$ cat src/wb_pkg.sv
`default_nettype none

package wb_pkg;

	////////////////////////////////////////
	// Primary opcodes, instr[31:26]
	////////////////////////////////////////
	localparam logic [5:0] OP_SPECIAL = 6'b000000;
	localparam logic [5:0] OP_ORI     = 6'b001101;
	localparam logic [5:0] OP_LUI     = 6'b001111;
	localparam logic [5:0] OP_LW      = 6'b100011;
	localparam logic [5:0] OP_JAL     = 6'b000011;
	localparam logic [5:0] OP_ADDI    = 6'b001000;
	localparam logic [5:0] OP_ANDI    = 6'b001100;
	localparam logic [5:0] OP_LB      = 6'b100000;
	localparam logic [5:0] OP_LH      = 6'b100001;
	localparam logic [5:0] OP_SB      = 6'b101000;
	localparam logic [5:0] OP_SH      = 6'b101001;

	// Funct field for the special opcode, instr[5:0]
	localparam logic [5:0] FN_ADD  = 6'b100000;
	localparam logic [5:0] FN_SUB  = 6'b100010;
	localparam logic [5:0] FN_OR   = 6'b100101;
	localparam logic [5:0] FN_AND  = 6'b100100;
	localparam logic [5:0] FN_SLT  = 6'b101010;
	localparam logic [5:0] FN_SLTU = 6'b101011;

	////////////////////////////////////////
	// Write-back select encodings
	////////////////////////////////////////
	// Bit 1 marks jal, bit 0 marks a load
	typedef enum logic [1:0] {
		WDATA_ALU  = 2'd0,
		WDATA_MEM  = 2'd1,
		WDATA_LINK = 2'd2
	} wdata_sel_e;

	typedef enum logic [1:0] {
		WREG_RD = 2'd0,
		WREG_RT = 2'd1,
		WREG_RA = 2'd2
	} wreg_sel_e;

	typedef enum logic [1:0] {
		LOAD_WORD = 2'd0,
		LOAD_HALF = 2'd1,
		LOAD_BYTE = 2'd2
	} load_kind_e;

	////////////////////////////////////////
	// Stage bundles
	////////////////////////////////////////
	// Memory stage output, 131 bits
	typedef struct packed {
		logic        valid;
		logic [31:0] instr;
		logic [31:0] pc;
		logic [31:0] alu_result;
		logic [31:0] mem_rdata;
		logic [1:0]  byte_off;
	} mw_bundle_t;

	typedef struct packed {
		logic       grf_we;
		wdata_sel_e wdata_sel;
		wreg_sel_e  wreg_sel;
		load_kind_e load_kind;
		logic       is_jal;
		logic       is_load;
		logic [4:0] rt;
		logic [4:0] rd;
	} wb_ctrl_t;

	// Register file write port, also seen as the forwarding source
	typedef struct packed {
		logic        we;
		logic [4:0]  addr;
		logic [31:0] data;
	} grf_wr_t;

endpackage

`default_nettype wire

$ cat src/grf.sv
`timescale 1ns/1ps
`default_nettype none

module grf (
	input  logic                clk,
	input  logic                rst_n,
	input  wb_pkg::grf_wr_t     wr,
	input  logic [4:0]          ra1,
	input  logic [4:0]          ra2,
	output logic [31:0]         rd1,
	output logic [31:0]         rd2
);

	// Register 0 has no storage
	logic [31:0] regs [1:31];

	always_ff @(posedge clk) begin
		if (!rst_n) begin
			for (int i = 1; i < 32; i++) begin
				regs[i] <= '0;
			end
		end else if (wr.we && wr.addr != 5'd0) begin
			regs[wr.addr] <= wr.data;
		end
	end

	// Zero register, then bypass of the retiring write, then array
	function automatic logic [31:0] read_port(input logic [4:0] ra);
		logic [31:0] val;
		if (ra == 5'd0) begin
			val = '0;
		end else if (wr.we && wr.addr == ra) begin
			val = wr.data;
		end else begin
			val = regs[ra];
		end
		return val;
	endfunction

	assign rd1 = read_port(ra1);
	assign rd2 = read_port(ra2);

	// Datapath is expected to squash $zero writes before they arrive
	a_no_zero_write: assert property (
		@(posedge clk) disable iff (!rst_n) !(wr.we && wr.addr == 5'd0)
	) else $error("grf: write to register 0");

endmodule

`default_nettype wire

$ cat src/mw_pipe_reg.sv
`timescale 1ns/1ps
`default_nettype none

module mw_pipe_reg (
	input  logic               clk,
	input  logic               rst_n,
	input  logic               stall,
	input  logic               flush,
	input  wb_pkg::mw_bundle_t d,
	output wb_pkg::mw_bundle_t q
);

	// Payload follows d unless stalled
	// Valid is cleared by reset or flush, flush wins over stall
	always_ff @(posedge clk) begin
		if (!stall) begin
			q <= d;
		end
		if (!rst_n || flush) begin
			q.valid <= 1'b0;
		end
	end

	// A flushed slot must never retire
	a_flush_kills: assert property (@(posedge clk) flush |=> !q.valid)
		else $error("mw_pipe_reg: valid set after flush");

endmodule

`default_nettype wire

$ cat src/wb_datapath.sv
`timescale 1ns/1ps
`default_nettype none

module wb_datapath #(
	parameter int LINK_OFFSET = 8
) (
	input  wb_pkg::mw_bundle_t w,
	input  wb_pkg::wb_ctrl_t   ctrl,
	output wb_pkg::grf_wr_t    wr
);

	logic [7:0]  lane_byte;
	logic [15:0] lane_half;
	logic [31:0] load_val;
	logic [31:0] link_addr;
	logic [4:0]  dest;

	////////////////////////////////////////
	// Load lane extraction, little-endian
	////////////////////////////////////////
	assign lane_byte = w.mem_rdata[{w.byte_off, 3'b000} +: 8];
	// Halfword picked by offset bit 1 only
	assign lane_half = w.byte_off[1] ? w.mem_rdata[31:16] : w.mem_rdata[15:0];

	always_comb begin
		case (ctrl.load_kind)
			wb_pkg::LOAD_BYTE: load_val = {{24{lane_byte[7]}}, lane_byte};
			wb_pkg::LOAD_HALF: load_val = {{16{lane_half[15]}}, lane_half};
			default:           load_val = w.mem_rdata;
		endcase
	end

	assign link_addr = w.pc + 32'(LINK_OFFSET);

	////////////////////////////////////////
	// Data and destination select
	////////////////////////////////////////
	always_comb begin
		case (ctrl.wdata_sel)
			wb_pkg::WDATA_MEM:  wr.data = load_val;
			wb_pkg::WDATA_LINK: wr.data = link_addr;
			default:            wr.data = w.alu_result;
		endcase
	end

	always_comb begin
		case (ctrl.wreg_sel)
			wb_pkg::WREG_RT: dest = ctrl.rt;
			wb_pkg::WREG_RA: dest = 5'd31;
			default:         dest = ctrl.rd;
		endcase
	end

	assign wr.addr = dest;
	// Writes to $zero are dropped here, so grf never sees them
	assign wr.we   = w.valid && ctrl.grf_we && (dest != 5'd0);

endmodule

`default_nettype wire

$ cat src/wb_decoder.sv
`timescale 1ns/1ps
`default_nettype none

module wb_decoder (
	input  logic [31:0]      instr,
	output wb_pkg::wb_ctrl_t ctrl
);

	logic [5:0] opcode;
	logic [5:0] funct;

	assign opcode = instr[31:26];
	assign funct  = instr[5:0];

	always_comb begin
		ctrl           = '0;
		ctrl.wdata_sel = wb_pkg::WDATA_ALU;
		ctrl.wreg_sel  = wb_pkg::WREG_RD;
		ctrl.load_kind = wb_pkg::LOAD_WORD;
		ctrl.rt        = instr[20:16];
		ctrl.rd        = instr[15:11];

		case (opcode)
			wb_pkg::OP_SPECIAL: begin
				case (funct)
					wb_pkg::FN_ADD, wb_pkg::FN_SUB, wb_pkg::FN_OR,
					wb_pkg::FN_AND, wb_pkg::FN_SLT, wb_pkg::FN_SLTU: begin
						ctrl.grf_we = 1'b1;
					end
					default: begin
						ctrl.grf_we = 1'b0;
					end
				endcase
			end
			// Immediate ALU ops land in rt
			wb_pkg::OP_ORI, wb_pkg::OP_LUI, wb_pkg::OP_ADDI, wb_pkg::OP_ANDI: begin
				ctrl.grf_we   = 1'b1;
				ctrl.wreg_sel = wb_pkg::WREG_RT;
			end
			wb_pkg::OP_LW, wb_pkg::OP_LH, wb_pkg::OP_LB: begin
				ctrl.grf_we    = 1'b1;
				ctrl.wreg_sel  = wb_pkg::WREG_RT;
				ctrl.wdata_sel = wb_pkg::WDATA_MEM;
				ctrl.is_load   = 1'b1;
				if (opcode == wb_pkg::OP_LB) begin
					ctrl.load_kind = wb_pkg::LOAD_BYTE;
				end else if (opcode == wb_pkg::OP_LH) begin
					ctrl.load_kind = wb_pkg::LOAD_HALF;
				end
			end
			// Link address goes to $ra
			wb_pkg::OP_JAL: begin
				ctrl.grf_we    = 1'b1;
				ctrl.wreg_sel  = wb_pkg::WREG_RA;
				ctrl.wdata_sel = wb_pkg::WDATA_LINK;
				ctrl.is_jal    = 1'b1;
			end
			// Stores finished in M, nothing to retire here
			wb_pkg::OP_SB, wb_pkg::OP_SH: begin
				ctrl.grf_we = 1'b0;
			end
			default: begin
				ctrl.grf_we = 1'b0;
			end
		endcase
	end

	// Load and link are separate write-data paths
	a_load_jal_excl: assert final (!(ctrl.is_load && ctrl.is_jal))
		else $error("wb_decoder: is_load and is_jal both set");

endmodule

`default_nettype wire

$ cat src/wb_stage_top.sv
`timescale 1ns/1ps
`default_nettype none

module wb_stage_top #(
	parameter int LINK_OFFSET = 8
) (
	input  logic               clk,
	input  logic               rst_n,
	input  logic               stall,
	input  logic               flush,
	input  wb_pkg::mw_bundle_t mw_in,
	input  logic [4:0]         ra1,
	input  logic [4:0]         ra2,
	output logic [31:0]        rd1,
	output logic [31:0]        rd2,
	output wb_pkg::grf_wr_t    fwd
);

	wb_pkg::mw_bundle_t w_bundle;
	wb_pkg::wb_ctrl_t   w_ctrl;
	wb_pkg::grf_wr_t    w_wr;

	////////////////////////////////////////
	// M/W buffer
	////////////////////////////////////////
	mw_pipe_reg u_mw_reg (
		.clk   (clk),
		.rst_n (rst_n),
		.stall (stall),
		.flush (flush),
		.d     (mw_in),
		.q     (w_bundle)
	);

	////////////////////////////////////////
	// W-stage control and datapath
	////////////////////////////////////////
	wb_decoder u_dec (
		.instr (w_bundle.instr),
		.ctrl  (w_ctrl)
	);

	wb_datapath #(
		.LINK_OFFSET (LINK_OFFSET)
	) u_dp (
		.w    (w_bundle),
		.ctrl (w_ctrl),
		.wr   (w_wr)
	);

	// Register file, write port fed straight from W
	grf u_grf (
		.clk   (clk),
		.rst_n (rst_n),
		.wr    (w_wr),
		.ra1   (ra1),
		.ra2   (ra2),
		.rd1   (rd1),
		.rd2   (rd2)
	);

	assign fwd = w_wr;

endmodule

`default_nettype wire

$ cat config.mk
export PLATFORM = sky130hd
export DESIGN_NAME = wb_stage_top
export DESIGN_NICKNAME = d
export VERILOG_FILES = /design/src/wb_pkg.sv /design/src/grf.sv /design/src/mw_pipe_reg.sv /design/src/wb_datapath.sv /design/src/wb_decoder.sv /design/src/wb_stage_top.sv
export SDC_FILE = /design/constraint.sdc
export NUM_CORES = 2
export LEC_CHECK = 0
export CAP_MARGIN = 20
export CELL_PAD_IN_SITES_DETAIL_PLACEMENT = 1
export CELL_PAD_IN_SITES_GLOBAL_PLACEMENT = 2
export CORE_MARGIN = 2
export CORE_UTILIZATION = 49
export DETAILED_ROUTE_END_ITERATION = 10
export DONT_BUFFER_PORTS = 1
export MAX_ROUTING_LAYER = met4
export PLACE_DENSITY_LB_ADDON = 0.1
export SYNTH_ARGS = -nofsm -noshare
export SYNTH_HDL_FRONTEND = slang
export SYNTH_SLANG_ARGS = --single-unit
$ cat constraint.sdc
create_clock -name clk -period 10.49 [get_ports clk]
set_clock_uncertainty 0.1 [all_clocks]
set_input_delay 1.049 -clock clk [delete_from_list [all_inputs] [get_ports clk]]
set_output_delay 1.049 -clock clk [all_outputs]
set_load 0.01 [all_outputs]
# --- Yosys cells after proc, flatten, opt, wreduce, memory -nomap -nowiden ---
# Memories as Yosys holds them, arrays and structs flattened.
# Cells that the tools add are included.
op_classes:
  reduce_logical: 16
  n_shift: 1
  n_eq_ne: 22
  n_mux: 22
  add_sub_neg: 1
op_table:
  columns: ["operator", "n"]
  rows:
  - ["$mux 32", 5]
  - ["$pmux 32 s2", 2]
  - ["$eq 6x6->1 const B", 9]
  - ["$add 32x4->32 const B", 1]
  - ["$reduce_or 32->1", 1]
  - ["$shiftx 32x6->8", 1]
  - ["$eq 6x4->1 const B", 4]
  - ["$mux 16", 1]
  - ["$eq 5x5->1", 2]
  - ["$logic_not 5->1", 2]
  - ["$pmux 5 s2", 1]
  - ["$pmux 2 s2", 2]
  - ["$reduce_or 8->1", 1]
  - ["$mux 1", 7]
  - ["$reduce_or 7->1", 1]
  - ["$eq 2x1->1 const B", 3]
  - ["$eq 2x2->1 const B", 3]
  - ["$eq 6x2->1 const B", 1]
  - ["$logic_not 6->1", 1]
  - ["$reduce_or 6->1", 1]
  - ["$logic_and 1x1->1", 5]
  - ["$mux 5", 1]
  - ["$reduce_bool 5->1", 1]
  - ["$mux 2", 2]
  - ["other kinds (4)", 4]
totals:
  in_bits: 145
  out_inout_bits: 102
  memories: 1
  mem_bits_rw: 992
  elab_cells: 69
  regBits: 131
mem_list:
  columns: ["name", "depth", "width", "read_ports", "rd_ports_with_merged_regs", "wr", "line", "text"]
  rows:
  - ["u_grf.regs", 31, 32, 2, 0, 31, "grf.sv:15", "logic [31:0] regs [1:31];"]

# --- Depth between registers and ports, before layout ---
logic_depth:
  word_depth: 13
  mapped_depth: 15
  depth_no_buf: 13

# --- By module ---
# From an unflattened synthesis, not the netlist that was laid out.
unflattened:
  hier_cells: 4284
  area_unflattened_um2: 61505.2
by_module_without_submodules:
  columns: ["module", "cells_per_inst", "area_each_um2", "n_inst", "seq_area_each_um2"]
  rows:
  - ["grf", 3816, 55353.1, 1, 30749.5]
  - ["mw_pipe_reg", 134, 3950.0, 1, 3923.8]
  - ["wb_datapath", 302, 1984.4, 1, 0.0]
  - ["wb_decoder", 32, 217.7, 1, 0.0]

# --- Worst setup path after synthesis ---
# Ideal clock, no wire load.
synth_timing:
  kind: "register -> output"
  start: "register u_mw_reg.q[126] (netlist bit)"
  end: "output rd1[22]"
  stages_incl_launch_ff: 16
  n_path_buf: 3
  required_ns: 9.341
  slack_ns: 5.856
  arrival_time_ns: 3.485
  cell_sequence: "edfxtp_1 > and2_1 > o21ai_0 > a21o_1 > inv_1 > ha_1 > buf_6 > a211oi_2 > a21oi_2 > o41ai_4 > a21o_1 > inv_2 > and2_1 > buf_6 > buf_2 > a211oi_1"
synth_rtl:
  columns: ["item", "line", "text"]
  rows:
  - ["start, declared", "mw_pipe_reg.sv:10", "output wb_pkg::mw_bundle_t q"]
  - ["end, declared", "wb_stage_top.sv:14", "output logic [31:0] rd1,"]

==> run_results.csv <==
group,metric,value,unit
outcome,status,"finished, violations left",
outcome,violations,"max-slew violations",
yosys,synth_edf_count,1144,
yosys,yosysUniqueCellTypes,72,
yosys,synth_area_leaders,"edfxtp_1 59%, mux4_2 12%, mux2i_1 7.2%, nor2_1 6.6%, a22oi_1 3.6%",
floorplanning,rows,126,
clock_tree,cts-resized-gates,0,
sta,finalMaxSlewViolations,298,
flow_run,cap_violations,0,
floorplanning,die_y,350,um
power,internal_power,8330,uW
sta,layout_min_cycle_time,7.51,ns
worst_setup_path,cp-start-kind,"flop",
sta,hold_slack,0.266,ns
global_routing,grt_usage,36.9,%
detailed_routing,wl,219,mm
power,p_leak,0.0237,uW
sta,finalSetupViolCount,0,
clock_tree,clock_sinks,1145,
sta,tightest_slew,2.01,ns
sta,relSlewSlack,-33.7,%
cells_and_area,drive_gt1_share,16.7,%
yosys,yosysMostFrequentCell,"edfxtp_1",
global_routing,grt_pass1_wl,307,mm
clock_tree,cts_tree,"yes",
cells_and_area,final_nets,4503,
cells_and_area,fillers,11600,
min_path,hold_path_class,"primary input to flop",
detailed_routing,vias,41000,
cells_and_area,synthToLayoutAreaGrowth,10.2,%
place,io_buffers,0,
power,vdd_drop_max,0.169,mV
global_routing,first_global_vias,41800,
yosys,synth_ff_type,"edfxtp_1",
yosys,synthArstFlopShare,0,%
clock_tree,postCtsSetupRepairBufs,0,
sta,fin_crit_sh,71.6,%
clock_tree,htree_levels,4,
clock_tree,cts_root_buf,"clkbuf_16",
clock_tree,clk_pin_slew,0.06,ns
yosys,synth_top_area_share,58.6,%
yosys,syn_avg_cell_area,13.0,sq um
power,power.switching,2750,uW
yosys,synth_area_leader_cell,"edfxtp_1",
sta,rsz0062_at_grt,"false",
worst_setup_path,crit_path_end_kind,"primary output",
yosys,synth_seq_cells,1145,
floorplanning,core_area,0.118,sq mm
worst_setup_path,cp_data_required_time,9.34,ns
detailed_routing,drc,0,
clock_tree,clk_path_buf_depth,3,
detailed_routing,via_per_inst,6.78,
floorplanning,die_x,350,um
power,power_frac_comb,10.3,%
detailed_routing,drtPass1Iterations,8,
sta,max_freq,133,MHz
yosys,ys_warn_count,0,
power,clkPwrFrac,41.7,%
worst_setup_path,reg2reg_slack,4.69,ns
detailed_routing,ant_nets,0,
sta,setup_tns,0,ns
global_routing,grt_max_degree,381,
power,cellPowerDensity,172,mW/mm^2
yosys,synth_common_cells,"1144 x edfxtp_1, 1028 x nor2_1, 422 x mux2i_1",
place,hpwl,133,mm
yosys,netlist_area,0.0586,sq mm
sta,hold_viol,0,
floorplanning,start_util,49.5,%
clock_tree,insertion_delay,0.76,ns
power,pwr-share-seq,47.9,%
place,gp_congestion,0.890,
floorplanning,ios,247,
clock_tree,cts_hold_buf,0,
detailed_routing,wire_per_inst,36.1,um
detailed_routing,drt_iter0_drc,5533,
floorplanning,dieArea,0.122,sq mm
worst_setup_path,crit_type,"flop to primary output",
worst_setup_path,crit_fanout,34,
global_routing,antenna_found_initial,4,
global_routing,grt_overflow,0,
yosys,syn_inst,4513,
clock_tree,cts_buffers,132,
worst_setup_path,cp.arrival,6.36,ns
yosys,seq_area_frac_synth,58.7,%
power,swShare,24.8,%
state kept, by name (all words and copies together), names as in the netlist:
name        count
u_mw_reg.q    121
u_grf.regs   1024
metal layers:
metal / vias to the layer above / wire length (um) / track usage, %
li1: 16800 / - / -
met1: 21500 / 83300 / 46.9
met2: 2228 / 103000 / 56.9
met3: 489 / 19400 / 5.95
met4: 0 / 13300 / 20.0
met5: - / 0 / -
power by group through the flow:
stage	logic (uW)	registers (uW)	clock network, uW
detailed placement	1110	5400	0
CTS	1110	5310	4670
global placement	1090	5390	0
finish	1140	5310	4620
floorplan	786	5360	0
global route	1180	5320	4820
area by class of cell:
cell class	count	area, sq um	share of cell area (%)
tap	1600	2000	3.10
antenna	2	5.00	0.00775
multi-input combinational	2874	22500	34.9
clock buffer	165	3580	5.54
clock inverter	68	646	1.00
inverter	53	201	0.312
timing repair buffer	144	1210	1.87
sequential	1145	34400	53.2
logic make-up after synthesis:
group	count (synthesis)	share of synthesized area (%)
buffers and inverters	525	3.69
and+or+nand+nor	1467	10.5
muxes	739	19.2
adders and majority gates	8	0.171
AOI/OAI and AO/OA	599	7.42
other	1	0.00640
DFF	1145	58.7
xor gates and xnor gates	29	0.434
final timing paths:
| path | end | cells after the start | start |
|---|---|---|---|
| min reg2reg | u_mw_reg.q[130] | 2 | u_mw_reg.q[130] |
| max | rd1[31] | 15 | u_mw_reg.q[126] |
| min | u_mw_reg.q[130] | 1 | flush |
| max reg2reg | u_grf.regs[9][1] | 13 | u_mw_reg.q[126] |
critical path: stages, from the launching register on:
cell and delay, ns:
edfxtp_1 0.43, and2_1 0.18, o21ai_0 0.13, a21o_1 0.42, inv_1 0.09, ha_1 0.56, nor2b_1 0.36, nor2_1 0.28
o41ai_4 0.63, a21o_1 0.14, buf_4 0.25, inv_2 0.28, buf_4 0.36, and2_1 0.21, buf_4 0.27, a211oi_1 0.92
through the flow:
stage | setup slack [ns] | cells | total power, uW | utilization, % | cell area, sq um
after global routing | 2.63 | 6049 | 11300 | 54.5 | 64500
after CTS | 3.11 | 6046 | 11100 | 54.5 | 64500
after detailed placement | 3.98 | 5813 | 6510 | 50.9 | 60300
after global placement | 3.97 | 5807 | 6480 | 50.8 | 60100
after floorplan | 5.86 | 4544 | 6150 | - | 58700
final | 2.98 | 6051 | 11100 | 54.5 | 64600
layout by cell type, fill, tap and decap left out, types with 60 or more instances in the layout:
| cell | n |
|---|---|
| a21oi_1 | 95 |
| mux4_2 | 304 |
| nor2_1 | 1021 |
| nand3_1 | 123 |
| mux2i_1 | 422 |
| clkbuf_16 | 139 |
| nand2_1 | 94 |
| buf_4 | 135 |
| a211oi_1 | 60 |
| a22oi_1 | 279 |
| edfxtp_1 | 1144 |
No activity file was read; power rests on OpenSTA's default activity.
